$ cat config.mk
export PLATFORM = sky130hd
export DESIGN_NAME = rv_exec_core
export DESIGN_NICKNAME = d
export VERILOG_FILES = /design/src/isa_pkg.sv /design/src/core_general_pkg.sv /design/src/rv_exec_core.sv /design/src/alu.sv /design/src/register_file.sv /design/src/instr_decoder.sv /design/src/phase_sequencer.sv
export SDC_FILE = /design/constraint.sdc
export NUM_CORES = 2
export LEC_CHECK = 0
export BUFFER_PORTS_ARGS = -buffer_cell sky130_fd_sc_hd__buf_2
export CORE_MARGIN = 4
export CORE_UTILIZATION = 60
export CTS_BUF_LIST = sky130_fd_sc_hd__clkbuf_8
export CTS_CLUSTER_SIZE = 24
export DETAILED_ROUTE_END_ITERATION = 10
export PLACE_DENSITY_LB_ADDON = 0.15
export SYNTH_ARGS = -nofsm -noshare
export SYNTH_HDL_FRONTEND = slang
export SYNTH_SLANG_ARGS = --single-unit
$ cat constraint.sdc
create_clock -name clk -period 18.8 [get_ports clk]
set_clock_uncertainty 0.2 [all_clocks]
set_input_delay 2.82 -clock clk [delete_from_list [all_inputs] [get_ports clk]]
set_output_delay 2.82 -clock clk [all_outputs]
set_load 0.01 [all_outputs]
$ cat src/isa_pkg.sv
package isa_pkg;

    ////////////////////////////////////////////////////////////
    // major opcodes, bits [6:0]
    ////////////////////////////////////////////////////////////

    typedef enum logic [6:0] {
        OPC_OP     = 7'b0110011,    // register-register ALU
        OPC_OP_IMM = 7'b0010011,    // register-immediate ALU
        OPC_LUI    = 7'b0110111     // load upper immediate
    } opcode_t;

    ////////////////////////////////////////////////////////////
    // funct3 / funct7
    ////////////////////////////////////////////////////////////

    localparam logic [2:0] F3_ADD_SUB = 3'b000;  // ADDI has no SUB form
    localparam logic [2:0] F3_SLL     = 3'b001;
    localparam logic [2:0] F3_SLT     = 3'b010;
    localparam logic [2:0] F3_SLTU    = 3'b011;
    localparam logic [2:0] F3_XOR     = 3'b100;
    localparam logic [2:0] F3_SRL_SRA = 3'b101;  // split by funct7
    localparam logic [2:0] F3_OR      = 3'b110;
    localparam logic [2:0] F3_AND     = 3'b111;

    localparam logic [6:0] F7_BASE = 7'b0000000;
    localparam logic [6:0] F7_ALT  = 7'b0100000;  // SUB, SRA, SRAI

    // ALU operation select
    typedef enum logic [3:0] {
        ALU_ADD    = 4'd0,
        ALU_SUB    = 4'd1,
        ALU_SLL    = 4'd2,
        ALU_SLT    = 4'd3,
        ALU_SLTU   = 4'd4,
        ALU_XOR    = 4'd5,
        ALU_SRL    = 4'd6,
        ALU_SRA    = 4'd7,
        ALU_OR     = 4'd8,
        ALU_AND    = 4'd9,
        ALU_PASS_B = 4'd10              // LUI result is the immediate
    } alu_op_t;

endpackage

$ cat src/core_general_pkg.sv
package core_general_pkg;

    ////////////////////////////////////////////////////////////
    // datapath widths
    ////////////////////////////////////////////////////////////

    localparam int XLEN      = 32;  // RV32 only
    localparam int REG_IDX_W = 5;   // rs1, rs2, rd fields
    localparam int INST_W    = 32;  // no compressed forms

    ////////////////////////////////////////////////////////////
    // types
    ////////////////////////////////////////////////////////////

    typedef logic [XLEN-1:0]      word_t;     // one register value
    typedef logic [REG_IDX_W-1:0] reg_idx_t;  // register number
    typedef logic [INST_W-1:0]    inst_t;     // raw instruction word

endpackage
$ cat src/rv_exec_core.sv
`timescale 1ns/1ps

module rv_exec_core #(
    parameter int NREGS = 32
) (
    input  logic                       clk,
    input  logic                       rst_n,
    input  core_general_pkg::inst_t    inst,
    input  logic                       inst_valid,
    output logic                       busy,
    output logic                       retire,
    output core_general_pkg::reg_idx_t retire_rd,
    output core_general_pkg::word_t    retire_data,
    output logic                       retire_illegal
);

    core_general_pkg::inst_t    inst_q;
    logic                       phase_decode;
    logic                       phase_execute;
    logic                       phase_writeback;
    core_general_pkg::reg_idx_t rs1sel;
    core_general_pkg::reg_idx_t rs2sel;
    core_general_pkg::reg_idx_t rdsel;
    core_general_pkg::word_t    imm;
    logic                       use_imm;
    isa_pkg::alu_op_t           alu_op;
    logic                       illegal;
    core_general_pkg::word_t    rs1data;
    core_general_pkg::word_t    rs2data;
    core_general_pkg::word_t    result;

    ////////////////////////////////////////////////////////////
    // control
    ////////////////////////////////////////////////////////////

    phase_sequencer u_seq (
        .clk             (clk),
        .rst_n           (rst_n),
        .inst            (inst),
        .inst_valid      (inst_valid),
        .inst_q          (inst_q),
        .phase_decode    (phase_decode),
        .phase_execute   (phase_execute),
        .phase_writeback (phase_writeback),
        .busy            (busy)
    );

    instr_decoder u_dec (
        .inst_q  (inst_q),
        .rs1sel  (rs1sel),
        .rs2sel  (rs2sel),
        .rdsel   (rdsel),
        .imm     (imm),
        .use_imm (use_imm),
        .alu_op  (alu_op),
        .illegal (illegal)
    );

    ////////////////////////////////////////////////////////////
    // datapath
    ////////////////////////////////////////////////////////////

    register_file #(
        .NREGS (NREGS)
    ) u_rf (
        .clk             (clk),
        .rst_n           (rst_n),
        .rddata_wr       (result),
        .rdsel_wr        (rdsel),
        .phase_writeback (phase_writeback),
        .wr_inhibit      (illegal),         // illegal ops write nothing
        .rs1sel          (rs1sel),
        .rs2sel          (rs2sel),
        .rs1data_rd      (rs1data),
        .rs2data_rd      (rs2data)
    );

    alu u_alu (
        .clk           (clk),
        .rst_n         (rst_n),
        .phase_execute (phase_execute),
        .op_a          (rs1data),
        .rs2data       (rs2data),
        .imm           (imm),
        .use_imm       (use_imm),
        .alu_op        (alu_op),
        .result        (result)
    );

    // retire reported in the writeback cycle itself
    assign retire         = phase_writeback;
    assign retire_rd      = rdsel;
    assign retire_data    = result;
    assign retire_illegal = illegal;

endmodule

$ cat src/alu.sv
`timescale 1ns/1ps

module alu (
    input  logic                    clk,
    input  logic                    rst_n,
    input  logic                    phase_execute,
    input  core_general_pkg::word_t op_a,
    input  core_general_pkg::word_t rs2data,
    input  core_general_pkg::word_t imm,
    input  logic                    use_imm,
    input  isa_pkg::alu_op_t        alu_op,
    output core_general_pkg::word_t result
);

    core_general_pkg::word_t op_b;
    core_general_pkg::word_t alu_out;
    logic [4:0]              shamt;

    assign op_b  = use_imm ? imm : rs2data;
    assign shamt = op_b[4:0];               // shifts use low 5 bits only

    always_comb
    begin
        case (alu_op)
            isa_pkg::ALU_ADD:    alu_out = op_a + op_b;
            isa_pkg::ALU_SUB:    alu_out = op_a - op_b;
            isa_pkg::ALU_SLL:    alu_out = op_a << shamt;
            isa_pkg::ALU_SLT:    alu_out = {31'b0, $signed(op_a) < $signed(op_b)};
            isa_pkg::ALU_SLTU:   alu_out = {31'b0, op_a < op_b};
            isa_pkg::ALU_XOR:    alu_out = op_a ^ op_b;
            isa_pkg::ALU_SRL:    alu_out = op_a >> shamt;
            isa_pkg::ALU_SRA:    alu_out = $signed(op_a) >>> shamt;
            isa_pkg::ALU_OR:     alu_out = op_a | op_b;
            isa_pkg::ALU_AND:    alu_out = op_a & op_b;
            isa_pkg::ALU_PASS_B: alu_out = op_b;
            default:             alu_out = '0;
        endcase
    end

    // loaded at the edge closing the execute phase
    always_ff @(posedge clk)
    begin
        if (!rst_n)
            result <= '0;
        else if (phase_execute)
            result <= alu_out;
    end

endmodule

$ cat src/register_file.sv
`timescale 1ns/1ps

module register_file #(
    parameter int NREGS = 32                // 16 for RV32E
) (
    input  logic                       clk,
    input  logic                       rst_n,
    input  core_general_pkg::word_t    rddata_wr,
    input  core_general_pkg::reg_idx_t rdsel_wr,
    input  logic                       phase_writeback,
    input  logic                       wr_inhibit,
    input  core_general_pkg::reg_idx_t rs1sel,
    input  core_general_pkg::reg_idx_t rs2sel,
    output core_general_pkg::word_t    rs1data_rd,
    output core_general_pkg::word_t    rs2data_rd
);

    core_general_pkg::word_t regs [1:NREGS-1];  // x0 has no storage
    logic                    wr_en;

    assign wr_en = phase_writeback && !wr_inhibit;

    ////////////////////////////////////////////////////////////
    // x1 .. x(NREGS-1)
    ////////////////////////////////////////////////////////////

    for (genvar i = 1; i < NREGS; i++)
    begin : g_reg
        always_ff @(posedge clk)
        begin
            if (!rst_n)
                regs[i] <= '0;
            else if (wr_en && rdsel_wr == core_general_pkg::reg_idx_t'(i))
                regs[i] <= rddata_wr;       // out-of-range rd matches nothing
        end
    end

    // x0 and indices past NREGS read as zero
    function automatic core_general_pkg::word_t read_reg(
        input core_general_pkg::reg_idx_t sel
    );
        if (sel == '0 || int'(sel) >= NREGS)
            return '0;
        return regs[sel];
    endfunction

    always_comb
    begin
        rs1data_rd = read_reg(rs1sel);
        rs2data_rd = read_reg(rs2sel);
    end

endmodule

$ cat src/instr_decoder.sv
`timescale 1ns/1ps

module instr_decoder (
    input  core_general_pkg::inst_t    inst_q,
    output core_general_pkg::reg_idx_t rs1sel,
    output core_general_pkg::reg_idx_t rs2sel,
    output core_general_pkg::reg_idx_t rdsel,
    output core_general_pkg::word_t    imm,
    output logic                       use_imm,
    output isa_pkg::alu_op_t           alu_op,
    output logic                       illegal
);

    logic [6:0]              opcode;
    logic [2:0]              funct3;
    logic [6:0]              funct7;
    core_general_pkg::word_t i_imm;
    core_general_pkg::word_t u_imm;
    isa_pkg::alu_op_t        f3_op;

    assign opcode = inst_q[6:0];
    assign funct3 = inst_q[14:12];
    assign funct7 = inst_q[31:25];

    assign rdsel  = inst_q[11:7];
    assign rs1sel = inst_q[19:15];
    assign rs2sel = inst_q[24:20];

    assign i_imm = {{20{inst_q[31]}}, inst_q[31:20]};  // sign extended
    assign u_imm = {inst_q[31:12], 12'h000};

    // base operation shared by OP and OP-IMM
    always_comb
    begin
        case (funct3)
            isa_pkg::F3_ADD_SUB: f3_op = isa_pkg::ALU_ADD;
            isa_pkg::F3_SLL:     f3_op = isa_pkg::ALU_SLL;
            isa_pkg::F3_SLT:     f3_op = isa_pkg::ALU_SLT;
            isa_pkg::F3_SLTU:    f3_op = isa_pkg::ALU_SLTU;
            isa_pkg::F3_XOR:     f3_op = isa_pkg::ALU_XOR;
            isa_pkg::F3_SRL_SRA: f3_op = isa_pkg::ALU_SRL;
            isa_pkg::F3_OR:      f3_op = isa_pkg::ALU_OR;
            default:             f3_op = isa_pkg::ALU_AND;
        endcase
    end

    ////////////////////////////////////////////////////////////
    // opcode / funct7 legality
    ////////////////////////////////////////////////////////////

    always_comb
    begin
        imm     = i_imm;
        use_imm = 1'b0;
        alu_op  = f3_op;
        illegal = 1'b0;
        case (opcode)
            isa_pkg::OPC_OP:
            begin
                if (funct7 == isa_pkg::F7_ALT && funct3 == isa_pkg::F3_ADD_SUB)
                    alu_op = isa_pkg::ALU_SUB;
                else if (funct7 == isa_pkg::F7_ALT && funct3 == isa_pkg::F3_SRL_SRA)
                    alu_op = isa_pkg::ALU_SRA;
                else if (funct7 != isa_pkg::F7_BASE)
                    illegal = 1'b1;         // e.g. SUB's funct7 on XOR
            end
            isa_pkg::OPC_OP_IMM:
            begin
                use_imm = 1'b1;
                if (funct3 == isa_pkg::F3_SLL && funct7 != isa_pkg::F7_BASE)
                    illegal = 1'b1;
                else if (funct3 == isa_pkg::F3_SRL_SRA)
                begin
                    if (funct7 == isa_pkg::F7_ALT)
                        alu_op = isa_pkg::ALU_SRA;
                    else if (funct7 != isa_pkg::F7_BASE)
                        illegal = 1'b1;
                end
            end
            isa_pkg::OPC_LUI:
            begin
                imm     = u_imm;
                use_imm = 1'b1;
                alu_op  = isa_pkg::ALU_PASS_B;
            end
            default:
                illegal = 1'b1;             // anything outside the subset
        endcase
    end

endmodule

$ cat src/phase_sequencer.sv
`timescale 1ns/1ps

module phase_sequencer (
    input  logic                    clk,
    input  logic                    rst_n,
    input  core_general_pkg::inst_t inst,
    input  logic                    inst_valid,
    output core_general_pkg::inst_t inst_q,
    output logic                    phase_decode,
    output logic                    phase_execute,
    output logic                    phase_writeback,
    output logic                    busy
);

    typedef enum logic [1:0] {
        IDLE,
        DECODE,
        EXECUTE,
        WRITEBACK
    } phase_t;

    phase_t state;
    phase_t state_next;
    logic   accept;

    assign accept = inst_valid && (state == IDLE);  // strobes while busy are dropped

    ////////////////////////////////////////////////////////////
    // phase stepping
    ////////////////////////////////////////////////////////////

    always_comb
    begin
        case (state)
            IDLE:      state_next = accept ? DECODE : IDLE;
            DECODE:    state_next = EXECUTE;
            EXECUTE:   state_next = WRITEBACK;
            WRITEBACK: state_next = IDLE;   // register write lands here
            default:   state_next = IDLE;
        endcase
    end

    always_ff @(posedge clk)
    begin
        if (!rst_n)
            state <= IDLE;
        else
            state <= state_next;
    end

    always_ff @(posedge clk)
    begin
        if (accept)
            inst_q <= inst;                 // held until the next accept
    end

    assign phase_decode    = (state == DECODE);
    assign phase_execute   = (state == EXECUTE);
    assign phase_writeback = (state == WRITEBACK);
    assign busy            = (state != IDLE);

endmodule

==> metrics.csv <==
metric,value,unit
status,finished clean,
setup_tns,0,ns
fill_cells,8059,
crit_end,u_alu.result[28],
fp-row-count,120,
grt_usage,47.4,%
dieArea,115000,um2
cts.sinks,1068,
syn_avg_cell_area,12.4,um2
crit_slowest_cell,dfxtp_4,
synth-main-ff-cell,edfxtp_1,
critPathMaxStageDelay,1.00,ns
synth.distinct_cells,106,
synth_area_leaders,"edfxtp_1 47%, mux4_2 16%, and2_1 9.6%",
cts_buffers,177,
synth.most_common_cell,edfxtp_1,
antenna_found_initial,32,
worstMarginPinSlew,1.24,ns
cp_max_fo,59,
rsz0062_at_grt,false,
boundaryPins,75,
crit_required,19.44,ns
synthCells,5283,
cts_resized,0,
synth_top_area_share,46.9,%
post_dp_cell_area,67300,um2
hold_viol,0,
p_per_area,126,nW/um2
grt_pass1_wl,379000,um
path_buf_inv,2,
max_cap_violations,0,
dp_hpwl,172000,um
ys_ff_latch,1068,
cp.depth,19,
grt_remaining_overflow,0,
cp_top_family,compound AO/OA/AOI/OAI gates,
fin_total_pwr,8.87,mW
worst_ep_arrival_time,9.00,ns
finalCritPeriodShare,44.5,%
reg2reg_depth,19,
slew_headroom,16.4,%
clk_latency,0.92,ns
drv_slew,0,
syn_to_final_growth,7.73,%
drc,0,
die_h,339,um
grt_max_degree,103,
max_clock_freq,0.120,GHz
final_cells,6782,
num_vias,52000,
drt-initial-drc-count,10500,
cts_tree,done,
syn-num-nets,5423,
cts_buffer_depth,3,
cts_setup_buffers,0,
synth_commonest_cells,"1024 x edfxtp_1, 1009 x and2_1, 474 x mux4_2",
clockRootBuffer,clkbuf_8,
crit_type,flop to flop,
min_period,8.36,ns
fin_nets,5354,
finalSetupViolCount,0,
place_ws,10.70,ns
power_leakage,26.0,nW
io_buffers,74,
synth_edf_count,1024,
r2r-end,u_alu.result[28],
synth.largest_area_cell,edfxtp_1,
coreArea,108000,um2
h-tree-depth,4,
design_area,70600,um2
via_per_inst,7.67,
worst_slack,10.44,ns
cp-end-kind,flop,
cp-start-kind,flop,
ir_worst_vdd,0.0791,mV
r2r_setup_slack,10.44,ns
clk_pin_slew,0.07,ns
first_pass_iters,9,
synth_seq_area_share,48.3,%
drive_gt1_share,20.9,%
ant_nets,0,
crit_chain,buf_4 > buf_4 > mux4_2 > mux4_2 > mux2i_1 > nor2_1 > o21a_1 > ha_1 > nand3_1 > or2_2 > a211oi_1 > nor3_1 > o21ai_0 > nand3_1 > a31oi_1 > a21oi_1 > xnor2_1 > nand2_1 > a41oi_1,
die-width,339,um
hold_buffers,0,
wirelength,277000,um
wl_per_cell,40.8,um
hold_class,flop to flop,
synth.cell_area,65500,um2
start_util,60.8,%
grt_pass1_vias,49400,
gp_congestion,1.09,
synth-async-reset-ratio,0,%
yosys_warnings,0,
placed_cells,6438,
[logic make-up (layout without fill, tap and decap cells)]
logic type      after synthesis  after routing  synth area share, %
compound gates              888            888                 9.20
flops                      1068           1068                 48.3
other cells                   0             30                    0
simple gates               1837           1837                 15.4
xor+xnor                     23             23                0.307
buf+inv                     624            690                 4.35
fa+ha+maj                   105            105                 2.03
mux                         738            738                 20.5
[state kept, by name, summed over array words and instances (netlist names), named ones only]
signal and cells:
u_rf.regs 992, u_alu.result 32, u_seq.inst_q 32, u_seq.state 2
[cells in the final DEF (no fill, tap or decap), drive strengths merged, types with 11 or more instances in the layout]
cell type,instances
or3,16
nand3,55
nor4,16
a211oi,75
nor3,67
o221ai,17
a21o,31
and3,19
buf,263
a21oi,189
nor2,303
clkinv,60
a31oi,39
or2,11
nor2b,20
o22ai,72
nand2b,23
o211ai,32
mux2,34
o21bai,17
o31ai,13
o21a,27
o21ai,149
a22oi,46
a211o,34
ha,103
diode,30
and2,1010
edfxtp,1024
mux2i,228
clkbuf,178
xnor2,18
nand4,13
mux4,476
nand2,249
dfxtp,44
a221oi,21
inv,178
o22a,11
[routing by layer]
metal,vias to the layer above,share of wire (%),GRT usage (%)
met4,17,7.9,30.9
li1,19900,-,-
met2,5462,42,65.9
met3,1244,17,19.0
met5,-,0.089,1.00
met1,25400,33,61.6
[through the flow]
stage               util [%]  hold slack, ns
CTS                     65.4           0.372
finish                  65.5           0.374
detailed placement      62.5           0.349
global placement        62.5           0.372
floorplan                  -           0.293
global route            65.4           0.410
[tightest hold or removal path: cells and delay by family, from the launching register on]
kind / cells / cell delay, ns
DFF: 1 / 0.32
AOI/OAI and AO/OA: 2 / 0.20
[layout make-up]
type	count	area, um2	area share (%)
diodes	30	75.1	0.106
clock buffers	178	2450	3.47
clock inverters	136	739	1.05
inverters	113	434	0.615
multi-input cells	3591	31700	44.9
flip-flops and latches	1068	31700	44.8
well taps	1403	1760	2.49
repair buffers	263	1800	2.56
[power by group]
group / internal (mW) / total, mW / switching [mW] / leakage [nW]
clock network: 0.941 / 1.95 / 1.01 / 1.84
logic: 1.34 / 4.05 / 2.72 / 13.3
registers: 2.71 / 2.87 / 0.161 / 10.9
[worst min-delay path by stage]
stage	endpoint	cells after the start	slack (ns)	startpoint
3_5_place_dp	u_alu.result[13]	2	0.35	u_alu.result[13]
3_3_place_gp	flop	1	0.37	u_seq.inst_q[17]
4_1_cts	u_alu.result[13]	2	0.37	u_alu.result[13]
6_report	u_alu.result[13]	2	0.37	u_alu.result[13]
2_1_floorplan	flop	1	0.29	u_seq.inst_q[19]
5_1_grt	flop	1	0.41	u_seq.inst_q[17]
(Power assumes the default switching activity.)
